File: src/verilog/cpu_defines.svh
// Core-wide sizing, reset address and bubble word for the MIPS subset pipeline
`ifndef CPU_DEFINES_SVH
`define CPU_DEFINES_SVH

// ----------------------------------------
// Datapath sizing
// ----------------------------------------
`define CPU_WIDTH      32            // One word, data and address
`define CPU_REG_COUNT  32            // General registers r0..r31
`define CPU_REG_BITS   5             // Register index width

// ----------------------------------------
// Program counter
// ----------------------------------------
`define CPU_PC_RESET   32'h0000_0000 // First fetch after reset
`define CPU_PC_STEP    32'd4         // One instruction per fetch

// ----------------------------------------
// Bubble
// ----------------------------------------
// All-zero word, SPECIAL with an unused function code, so it writes nothing
`define CPU_NOP        32'h0000_0000

`endif

File: src/verilog/isaPkg.sv
// Instruction-set package: opcodes, function codes, instruction field layout and ALU operations
`include "cpu_defines.svh"

package isaPkg;

	typedef logic [`CPU_WIDTH-1:0]    word_t;
	typedef logic [`CPU_REG_BITS-1:0] regIndex_t;

	// Kept primary opcodes, bits 31:26
	typedef enum logic [5:0] {
		OP_SPECIAL = 6'h00, // R-type, see funct
		OP_J       = 6'h02,
		OP_BEQ     = 6'h04,
		OP_BNE     = 6'h05,
		OP_ADDIU   = 6'h09,
		OP_ORI     = 6'h0d,
		OP_LUI     = 6'h0f,
		OP_LW      = 6'h23,
		OP_SW      = 6'h2b
	} opcode_t;

	// Kept SPECIAL function codes, bits 5:0
	typedef enum logic [5:0] {
		FN_ADDU = 6'h21,
		FN_SUBU = 6'h23,
		FN_AND  = 6'h24,
		FN_OR   = 6'h25,
		FN_SLT  = 6'h2a
	} funct_t;

	// Low half seen as R-type fields or as the 16-bit immediate
	typedef struct packed {
		regIndex_t  rd;
		logic [4:0] shamt;
		funct_t     funct;
	} rTypeLow_t;

	typedef union packed {
		rTypeLow_t   rType;
		logic [15:0] immediate;
	} lowHalf_t;

	// Whole word; the jump target is bits 25:0 across rs, rt and low
	typedef struct packed {
		opcode_t   opcode;
		regIndex_t rs;
		regIndex_t rt;
		lowHalf_t  low;
	} instrFields_t;

	// UPPER is B shifted left 16, for LUI
	typedef enum logic [2:0] {ALU_ADD, ALU_SUB, ALU_AND, ALU_OR, ALU_SLT, ALU_UPPER} aluOp_t;

endpackage

File: src/verilog/pipePkg.sv
// Pipeline package: bundles passed between stages and the data port structs
package pipePkg;

	import isaPkg::*;

	// ----------------------------------------
	// Stage bundles
	// ----------------------------------------
	typedef struct packed {
		word_t instruction; // NOP when bubbled
		word_t pcPlus4;
	} fetchBundle_t;

	typedef struct packed {
		logic      regWrite;
		logic      memRead;       // LW
		logic      memWrite;      // SW
		logic      useImmediate;  // ALU B from immediate
		logic      isBranch;
		logic      branchOnEqual; // BEQ, else BNE
		logic      isJump;
		logic      isFlow;        // Branch or jump
		aluOp_t    aluOp;
		regIndex_t dest;
		regIndex_t rs;
		regIndex_t rt;
		word_t     operandA;      // Register file read of rs
		word_t     operandB;      // Register file read of rt
		word_t     immediate;     // Already extended
		word_t     pcPlus4;
		word_t     jumpTarget;
	} execBundle_t;

	typedef struct packed {
		logic      regWrite;
		regIndex_t dest;
		word_t     value;
	} writeBundle_t;

	// ----------------------------------------
	// Control and memory ports
	// ----------------------------------------
	typedef struct packed {
		logic  resolve; // Flow instruction sits in execute
		logic  taken;
		word_t target;
	} redirect_t;

	typedef struct packed {
		logic  read;
		logic  write;   // Store lands at the clock edge
		word_t address;
		word_t writeData;
	} dataRequest_t;

endpackage

File: src/verilog/fetchUnit.sv
// Fetch stage: program counter, hold and redirect, bubble injection and the decode register
`timescale 1ns/100ps
`include "cpu_defines.svh"

module fetchUnit (
	input  logic                  clock,
	input  logic                  reset,
	input  logic                  flowInDecode,
	input  pipePkg::redirect_t    redirect,
	input  isaPkg::word_t         instruction,
	output isaPkg::word_t         fetchAddress,
	output pipePkg::fetchBundle_t fetchBundle
);

	import isaPkg::*;

	word_t pc;
	word_t pcPlus4;
	word_t nextPc;
	logic  injectNop; // Bubble into decode

	assign fetchAddress = pc; // Instruction port is read in this cycle
	assign pcPlus4      = pc + `CPU_PC_STEP;
	assign injectNop    = flowInDecode | redirect.resolve;

	// ----------------------------------------
	// Next PC
	// ----------------------------------------
	// PC was held since the flow instruction reached decode,
	// so it already points at that instruction plus one step
	always_comb begin
		if (redirect.resolve) begin
			nextPc = redirect.taken ? redirect.target : pc; // Fall through resumes here
		end else if (flowInDecode) begin
			nextPc = pc;      // Hold behind branch or jump
		end else begin
			nextPc = pcPlus4; // Straight-line fetch
		end
	end

	always_ff @(posedge clock) begin
		if (reset) begin
			pc <= `CPU_PC_RESET;
		end else begin
			pc <= nextPc;
		end
	end

	// ----------------------------------------
	// Fetch to decode register
	// ----------------------------------------
	always_ff @(posedge clock) begin
		if (reset) begin
			fetchBundle.instruction <= `CPU_NOP;
			fetchBundle.pcPlus4     <= '0;
		end else begin
			fetchBundle.instruction <= injectNop ? `CPU_NOP : instruction;
			fetchBundle.pcPlus4     <= pcPlus4; // Branch base for this instruction
		end
	end

endmodule

File: src/verilog/registerFile.sv
// Register file: 32 words, two read ports with write-through and r0 tied to zero
`timescale 1ns/100ps
`include "cpu_defines.svh"

module registerFile (
	input  logic                  clock,
	input  logic                  reset,
	input  isaPkg::regIndex_t     readIndexA,
	input  isaPkg::regIndex_t     readIndexB,
	output isaPkg::word_t         readDataA,
	output isaPkg::word_t         readDataB,
	input  pipePkg::writeBundle_t writeBundle
);

	import isaPkg::*;

	word_t regs [`CPU_REG_COUNT];
	logic  writeEnable;

	assign writeEnable = writeBundle.regWrite && (writeBundle.dest != '0); // r0 never written

	always_ff @(posedge clock) begin
		if (reset) begin
			for (int i = 0; i < `CPU_REG_COUNT; i++) begin
				regs[i] <= '0;
			end
		end else if (writeEnable) begin
			regs[writeBundle.dest] <= writeBundle.value;
		end
	end

	// Same-cycle write returns the new value
	assign readDataA = (readIndexA == '0) ? '0 :
		(writeEnable && writeBundle.dest == readIndexA) ? writeBundle.value : regs[readIndexA];
	assign readDataB = (readIndexB == '0) ? '0 :
		(writeEnable && writeBundle.dest == readIndexB) ? writeBundle.value : regs[readIndexB];

endmodule

File: src/verilog/decodeUnit.sv
// Decode stage: field split, control decode, immediate extension and the execute register
`timescale 1ns/100ps
`include "cpu_defines.svh"

module decodeUnit (
	input  logic                  clock,
	input  logic                  reset,
	input  pipePkg::fetchBundle_t fetchBundle,
	input  pipePkg::writeBundle_t writeBundle,
	output logic                  flowInDecode,
	output pipePkg::execBundle_t  execBundle
);

	import isaPkg::*;
	import pipePkg::*;

	instrFields_t fields;
	execBundle_t  decoded;   // Next execute content
	word_t        signExt;
	word_t        zeroExt;   // ORI only
	word_t        readDataA;
	word_t        readDataB;

	assign fields  = instrFields_t'(fetchBundle.instruction);
	assign signExt = {{(`CPU_WIDTH-16){fields.low.immediate[15]}}, fields.low.immediate};
	assign zeroExt = {{(`CPU_WIDTH-16){1'b0}}, fields.low.immediate};

	// Write port comes straight from writeback
	registerFile regFile (
		.clock      (clock),
		.reset      (reset),
		.readIndexA (fields.rs),
		.readIndexB (fields.rt),
		.readDataA  (readDataA),
		.readDataB  (readDataB),
		.writeBundle(writeBundle)
	);

	// ----------------------------------------
	// Control decode
	// ----------------------------------------
	always_comb begin
		decoded            = '0; // Unknown opcodes do nothing
		decoded.aluOp      = ALU_ADD;
		decoded.dest       = (fields.opcode == OP_SPECIAL) ? fields.low.rType.rd : fields.rt;
		decoded.rs         = fields.rs;
		decoded.rt         = fields.rt;
		decoded.operandA   = readDataA;
		decoded.operandB   = readDataB;
		decoded.immediate  = signExt;
		decoded.pcPlus4    = fetchBundle.pcPlus4;
		// Region of PC+4, word index from the instruction
		decoded.jumpTarget = {fetchBundle.pcPlus4[`CPU_WIDTH-1 -: 4],
			fetchBundle.instruction[25:0], 2'b00};

		case (fields.opcode)
			OP_SPECIAL: begin
				decoded.regWrite = 1'b1;
				case (fields.low.rType.funct)
					FN_ADDU: decoded.aluOp = ALU_ADD;
					FN_SUBU: decoded.aluOp = ALU_SUB;
					FN_AND:  decoded.aluOp = ALU_AND;
					FN_OR:   decoded.aluOp = ALU_OR;
					FN_SLT:  decoded.aluOp = ALU_SLT;
					default: decoded.regWrite = 1'b0; // NOP lands here
				endcase
			end
			OP_ADDIU: begin
				decoded.regWrite     = 1'b1;
				decoded.useImmediate = 1'b1;
			end
			OP_ORI: begin
				decoded.regWrite     = 1'b1;
				decoded.useImmediate = 1'b1;
				decoded.aluOp        = ALU_OR;
				decoded.immediate    = zeroExt; // Logical immediate
			end
			OP_LUI: begin
				decoded.regWrite     = 1'b1;
				decoded.useImmediate = 1'b1;
				decoded.aluOp        = ALU_UPPER;
			end
			OP_LW: begin
				decoded.regWrite     = 1'b1;
				decoded.memRead      = 1'b1;
				decoded.useImmediate = 1'b1; // Base plus offset
			end
			OP_SW: begin
				decoded.memWrite     = 1'b1;
				decoded.useImmediate = 1'b1;
			end
			OP_BEQ: begin
				decoded.isBranch      = 1'b1;
				decoded.branchOnEqual = 1'b1;
			end
			OP_BNE:  decoded.isBranch = 1'b1;
			OP_J:    decoded.isJump   = 1'b1;
			default: decoded.regWrite = 1'b0;
		endcase

		decoded.isFlow = decoded.isBranch | decoded.isJump;
	end

	assign flowInDecode = decoded.isFlow; // Holds the PC in fetch

	// Decode to execute register
	always_ff @(posedge clock) begin
		if (reset) begin
			execBundle <= '0;
		end else begin
			execBundle <= decoded;
		end
	end

endmodule

File: src/verilog/executeUnit.sv
// Execute and memory stage: forwarding, ALU, flow resolution, data port and writeback register
`timescale 1ns/100ps
`include "cpu_defines.svh"

module executeUnit (
	input  logic                  clock,
	input  logic                  reset,
	input  pipePkg::execBundle_t  execBundle,
	input  isaPkg::word_t         readData,
	output pipePkg::writeBundle_t writeBundle,
	output pipePkg::redirect_t    redirect,
	output pipePkg::dataRequest_t dataRequest
);

	import isaPkg::*;

	logic  forwardA;
	logic  forwardB;
	logic  operandsEqual;
	word_t operandA;     // rs after forwarding
	word_t operandB;     // rt after forwarding
	word_t aluB;
	word_t aluResult;
	word_t branchTarget;

	// ----------------------------------------
	// Forwarding from writeback
	// ----------------------------------------
	// Older producer two apart is covered by register file write-through
	assign forwardA = writeBundle.regWrite && (writeBundle.dest != '0)
		&& (writeBundle.dest == execBundle.rs);
	assign forwardB = writeBundle.regWrite && (writeBundle.dest != '0)
		&& (writeBundle.dest == execBundle.rt);

	assign operandA = forwardA ? writeBundle.value : execBundle.operandA;
	assign operandB = forwardB ? writeBundle.value : execBundle.operandB;
	assign aluB     = execBundle.useImmediate ? execBundle.immediate : operandB;

	// ----------------------------------------
	// ALU
	// ----------------------------------------
	always_comb begin
		case (execBundle.aluOp)
			ALU_ADD:   aluResult = operandA + aluB; // Also load and store address
			ALU_SUB:   aluResult = operandA - aluB;
			ALU_AND:   aluResult = operandA & aluB;
			ALU_OR:    aluResult = operandA | aluB;
			ALU_SLT:   aluResult = {{(`CPU_WIDTH-1){1'b0}}, $signed(operandA) < $signed(aluB)};
			ALU_UPPER: aluResult = aluB << 16; // LUI, A unused
			default:   aluResult = '0;
		endcase
	end

	// ----------------------------------------
	// Branch and jump resolution
	// ----------------------------------------
	assign operandsEqual = (operandA == operandB);
	assign branchTarget  = execBundle.pcPlus4 + (execBundle.immediate << 2);

	assign redirect.resolve = execBundle.isFlow;
	assign redirect.taken   = execBundle.isJump
		| (execBundle.isBranch & (operandsEqual == execBundle.branchOnEqual));
	assign redirect.target  = execBundle.isJump ? execBundle.jumpTarget : branchTarget;

	// Data port, answered in the same cycle
	assign dataRequest.read      = execBundle.memRead;
	assign dataRequest.write     = execBundle.memWrite;
	assign dataRequest.address   = aluResult;
	assign dataRequest.writeData = operandB;          // Forwarded rt

	// Execute to writeback register
	always_ff @(posedge clock) begin
		if (reset) begin
			writeBundle <= '0;
		end else begin
			writeBundle.regWrite <= execBundle.regWrite;
			writeBundle.dest     <= execBundle.dest;
			writeBundle.value    <= execBundle.memRead ? readData : aluResult; // Load or ALU
		end
	end

endmodule

File: src/verilog/cpuCore.sv
// Core top level: fetch, decode with register file, and execute joined to the memory ports
`timescale 1ns/100ps

module cpuCore (
	input  logic                  clock,
	input  logic                  reset,
	output isaPkg::word_t         fetchAddress,
	input  isaPkg::word_t         instruction,
	output pipePkg::dataRequest_t dataRequest,
	input  isaPkg::word_t         readData
);

	import pipePkg::*;

	logic         flowInDecode; // Decode to fetch hold
	redirect_t    redirect;     // Execute to fetch
	fetchBundle_t fetchBundle;
	execBundle_t  execBundle;
	writeBundle_t writeBundle;  // To register file and forwarding

	fetchUnit fetchStage (
		.clock       (clock),
		.reset       (reset),
		.flowInDecode(flowInDecode),
		.redirect    (redirect),
		.instruction (instruction),
		.fetchAddress(fetchAddress),
		.fetchBundle (fetchBundle)
	);

	decodeUnit decodeStage (
		.clock       (clock),
		.reset       (reset),
		.fetchBundle (fetchBundle),
		.writeBundle (writeBundle),
		.flowInDecode(flowInDecode),
		.execBundle  (execBundle)
	);

	executeUnit executeStage (
		.clock      (clock),
		.reset      (reset),
		.execBundle (execBundle),
		.readData   (readData),
		.writeBundle(writeBundle),
		.redirect   (redirect),
		.dataRequest(dataRequest)
	);

endmodule

File: config.mk
export PLATFORM = sky130hd
export DESIGN_NAME = cpuCore
export DESIGN_NICKNAME = d
export VERILOG_FILES = /design/src/verilog/isaPkg.sv /design/src/verilog/pipePkg.sv /design/src/verilog/fetchUnit.sv /design/src/verilog/registerFile.sv /design/src/verilog/decodeUnit.sv /design/src/verilog/executeUnit.sv /design/src/verilog/cpuCore.sv
export VERILOG_INCLUDE_DIRS = /design/src /design/src/verilog
export SDC_FILE = /design/constraint.sdc
export NUM_CORES = 2
export LEC_CHECK = 0
export BUFFER_PORTS_ARGS = -buffer_cell sky130_fd_sc_hd__buf_4
export CAP_MARGIN = 10
export CORE_ASPECT_RATIO = 0.6
export CORE_UTILIZATION = 46
export CTS_BUF_LIST = sky130_fd_sc_hd__clkbuf_16
export DETAILED_ROUTE_END_ITERATION = 8
export GPL_TIMING_DRIVEN = 0
export PLACE_DENSITY = 0.67
export SYNTH_ARGS = -nofsm -noshare
export SYNTH_HDL_FRONTEND = slang
export SYNTH_SLANG_ARGS = --single-unit
File: constraint.sdc
create_clock -name clock -period 5.47 [get_ports clock]
set_input_delay 0.8205 -clock clock [delete_from_list [all_inputs] [get_ports clock]]
set_output_delay 0.8205 -clock clock [all_outputs]
set_load 0.005 [all_outputs]
==> qor.csv <==
metric,value,unit
finalCoreUtilization,55.0,%
swShare,34.2,%
first_iter_violations,11500,
grt_max_degree,33,
ant_nets,0,
grt_pass1_vias,55300,
clockPowerShare,32.6,%
route.detailed.drc,0,
synthCells,6069,
num_rows,112,
cts_buffers,131,
drv_slew,11,
antenna_found_initial,26,
status,"complete, but fails checks",
firstDrtPassIters,8,
fp.dieArea,0.160,mm²
synthFlopType,edfxtp_1,
peakVddDrop,0.339,mV
place_inst,8435,
postCtsHoldBufs,0,
cts_sinks,1297,
min_period,7120,ps
crit_fanout,5,
die_w,515,µm
cp-end-kind,output pin,
cp_common_cell,buf_12,
internal_power,0.0184,W
layout.nets,6810,
crit_arrival,6300,ps
synth_top_area_cell,edfxtp_1,
grt_setup_unrepaired,true,
syn2layout_area_growth,18.0,%
cp_top_family,compound AO/OA/AOI/OAI gates,
final_common_cell,edfxtp_1,
final_cell_mix,"1,024 x edfxtp_1, 670 x and2_1, 452 x clkbuf_1",
path_cells,"or3_4, buf_12, o311a_4, nand2_8, buf_12, mux2_4, mux2i_4, inv_2, fa_2, o21ba_4, o21ai_4, a21oi_4, a211o_4, o22ai_4, buf_12, nand4_1, a211oi_4, o32a_1, o41ai_4, mux2i_1, a221o_1, buf_4",
finalHoldViolations,0,
multi_input_area,0.0356,mm²
maxCapViolCount,1,
cts_max_path_buffers,3,
drt-wirelength-per-cell,38.3,µm
wl,338000,µm
finalPower,0.0280,W
worst_ep_required_time,4650,ps
drive_gt1_share,21.5,%
die_y,310,µm
instances_no_fill,8823,
grt_pass1_wl,452000,µm
synth-edff-count,1024,
crit_buf_inv,5,
setup_viol,40,
p_per_area,326,mW/mm²
finalSetupTns,-33960,ps
p_leak,30.0,nW
worstMarginPinSlew,1510,ps
tritoncts,yes,
mappedNetlistArea,0.0727,mm²
synth_cell_types,83,
clk_latency,800,ps
grt_use_total,41.7,%
synth_area_leaders,"edfxtp_1 42%, mux4_2 14%, dfxtp_1 7.5%",
vias,60500,
grt_overflow,0,
yosys_warnings,0,
min_path_type,in2reg,
worst_slack,-1650,ps
ys_seq_elements,1297,
regArea,0.0362,mm²
place_congestion,1.05,
finalCritPeriodShare,130,%
async_flop_share,0,%
synth.avg_cell_area,12.0,µm²
critical_path_class,reg2out,
fillCellCount,13300,
ys_seq_area_share,49.8,%
cpPeakStageDelay,430,ps
pwr-share-comb,26.4,%
htree_levels,4,
power_switching,0.00957,W
cts-root-buf,clkbuf_16,
clk_pin_slew,70,ps
synth_top_area_share,42.3,%
core,0.156,mm²
port_buffers,162,
pin_count,164,
skew,33.6,ps
relSlewSlack,-0.500,%
vias_per_cell,6.86,
max_freq,140,MHz
hpwl,264000,µm
p_seq_share,41.0,%
cp_slowest_cell,a211oi_4,
violations,"capacitance limit, slew limit, setup timing",
start_util,46.6,%
cp-start-kind,flop,
-- registers in the layout (all words and copies together) (netlist names) --
name and flops:
fetchStage.fetchAddress 32, executeStage.writeBundle 38, fetchStage.fetchBundle 64, decodeStage.regFile.regs 1024
decodeStage.execBundle 139
-- power groups by stage --
stage                     Clock (W)  Sequential (W)  Combinational [W]
after floorplan                   0          0.0115            0.00336
after global placement            0          0.0117            0.00605
after detailed placement          0          0.0116            0.00620
after CTS                   0.00902          0.0114            0.00675
after global routing        0.00940          0.0115            0.00744
final                       0.00912          0.0115            0.00737
-- layout make-up --
type | count | area share (%)
Inverter | 150 | 0.665
Clock inverter | 101 | 0.939
Multi-Input combinational cell | 4047 | 41.5
Buffer | 592 | 2.97
Clock buffer | 133 | 3.88
Sequential cell | 1297 | 42.2
Antenna cell | 14 | 0.0408
Timing Repair Buffer | 380 | 4.72
Tap cell | 2109 | 3.07
-- final timing paths --
path                                start                            to  slack (ps)  cells after the start
max reg2reg  executeStage.writeBundle[35]  executeStage.writeBundle[30]        -250                     22
max          executeStage.writeBundle[35]               dataRequest[62]       -1650                     22
min reg2reg    fetchStage.fetchBundle[25]    decodeStage.execBundle[57]         430                      1
min                       instruction[14]    fetchStage.fetchBundle[46]         240                      2
-- synthesized netlist by cell type (15+ instances only) --
cell,instances
or2_2,18
xnor2_1,76
nand2b_1,26
ha_1,142
inv_1,147
a221oi_1,67
a311oi_1,15
o21ai_0,258
and2_1,671
mux4_2,449
nand4_1,17
buf_1,86
mux2i_1,273
a21oi_1,259
nor2b_1,85
xor2_1,47
clkbuf_1,494
a211o_1,16
a211oi_1,63
o211ai_1,90
a21o_1,31
nor4_1,30
nand2_1,201
nor2_1,326
a22oi_1,69
o21bai_1,17
mux2_2,76
dfxtp_1,273
nand3_1,49
edfxtp_1,1024
nor3_1,397
o21a_1,43
-- kinds of logic after synthesis --
logic type	share of synthesized area, %
simple gates	13.8
flops	49.8
compound gates	9.53
mux	18.9
buf+inv	4.01
fa+ha+maj	2.53
xor+xnor	1.48
other cells	0.00516
-- per-layer routing --
metal	GRT usage, %	up-vias	share of wire, %
li1	-	23900	-
met1	60.5	30400	40
met2	50.3	5490	36
met3	23.1	687	20
met4	15.1	20	4.1
met5	0.536	-	0.14
-- metrics by stage --
stage / area, µm² / hold WS, ps / worst slack [ps]
final: 85800 / 243 / -1650
after global routing: 85800 / 232 / -1690
after CTS: 84400 / 227 / -1580
after detailed placement: 78300 / 422 / -3670
after global placement: 76800 / 417 / -4170
after floorplan: 72900 / 408 / -64.2
-- repair_timing --
item,CTS,global route
setup endpoints to repair,83,78
pin swaps,70,81
cloned,0,1
resized for setup,316,130
endpoints found under the hold margin,0,0
setup buffers,90,45
-- worst reg2reg max path, delay by kind of cell, from the launching register on --
family | cells | cell delay (ps)
multiplexers | 3 | 790
AND/OR/NAND/NOR | 3 | 770
buffers and inverters | 4 | 550
flip-flops | 1 | 350
adder cells (fa/ha/maj) | 1 | 380
AO/OA/AOI/OAI | 11 | 2800
Power figures use the tool's default switching activity.
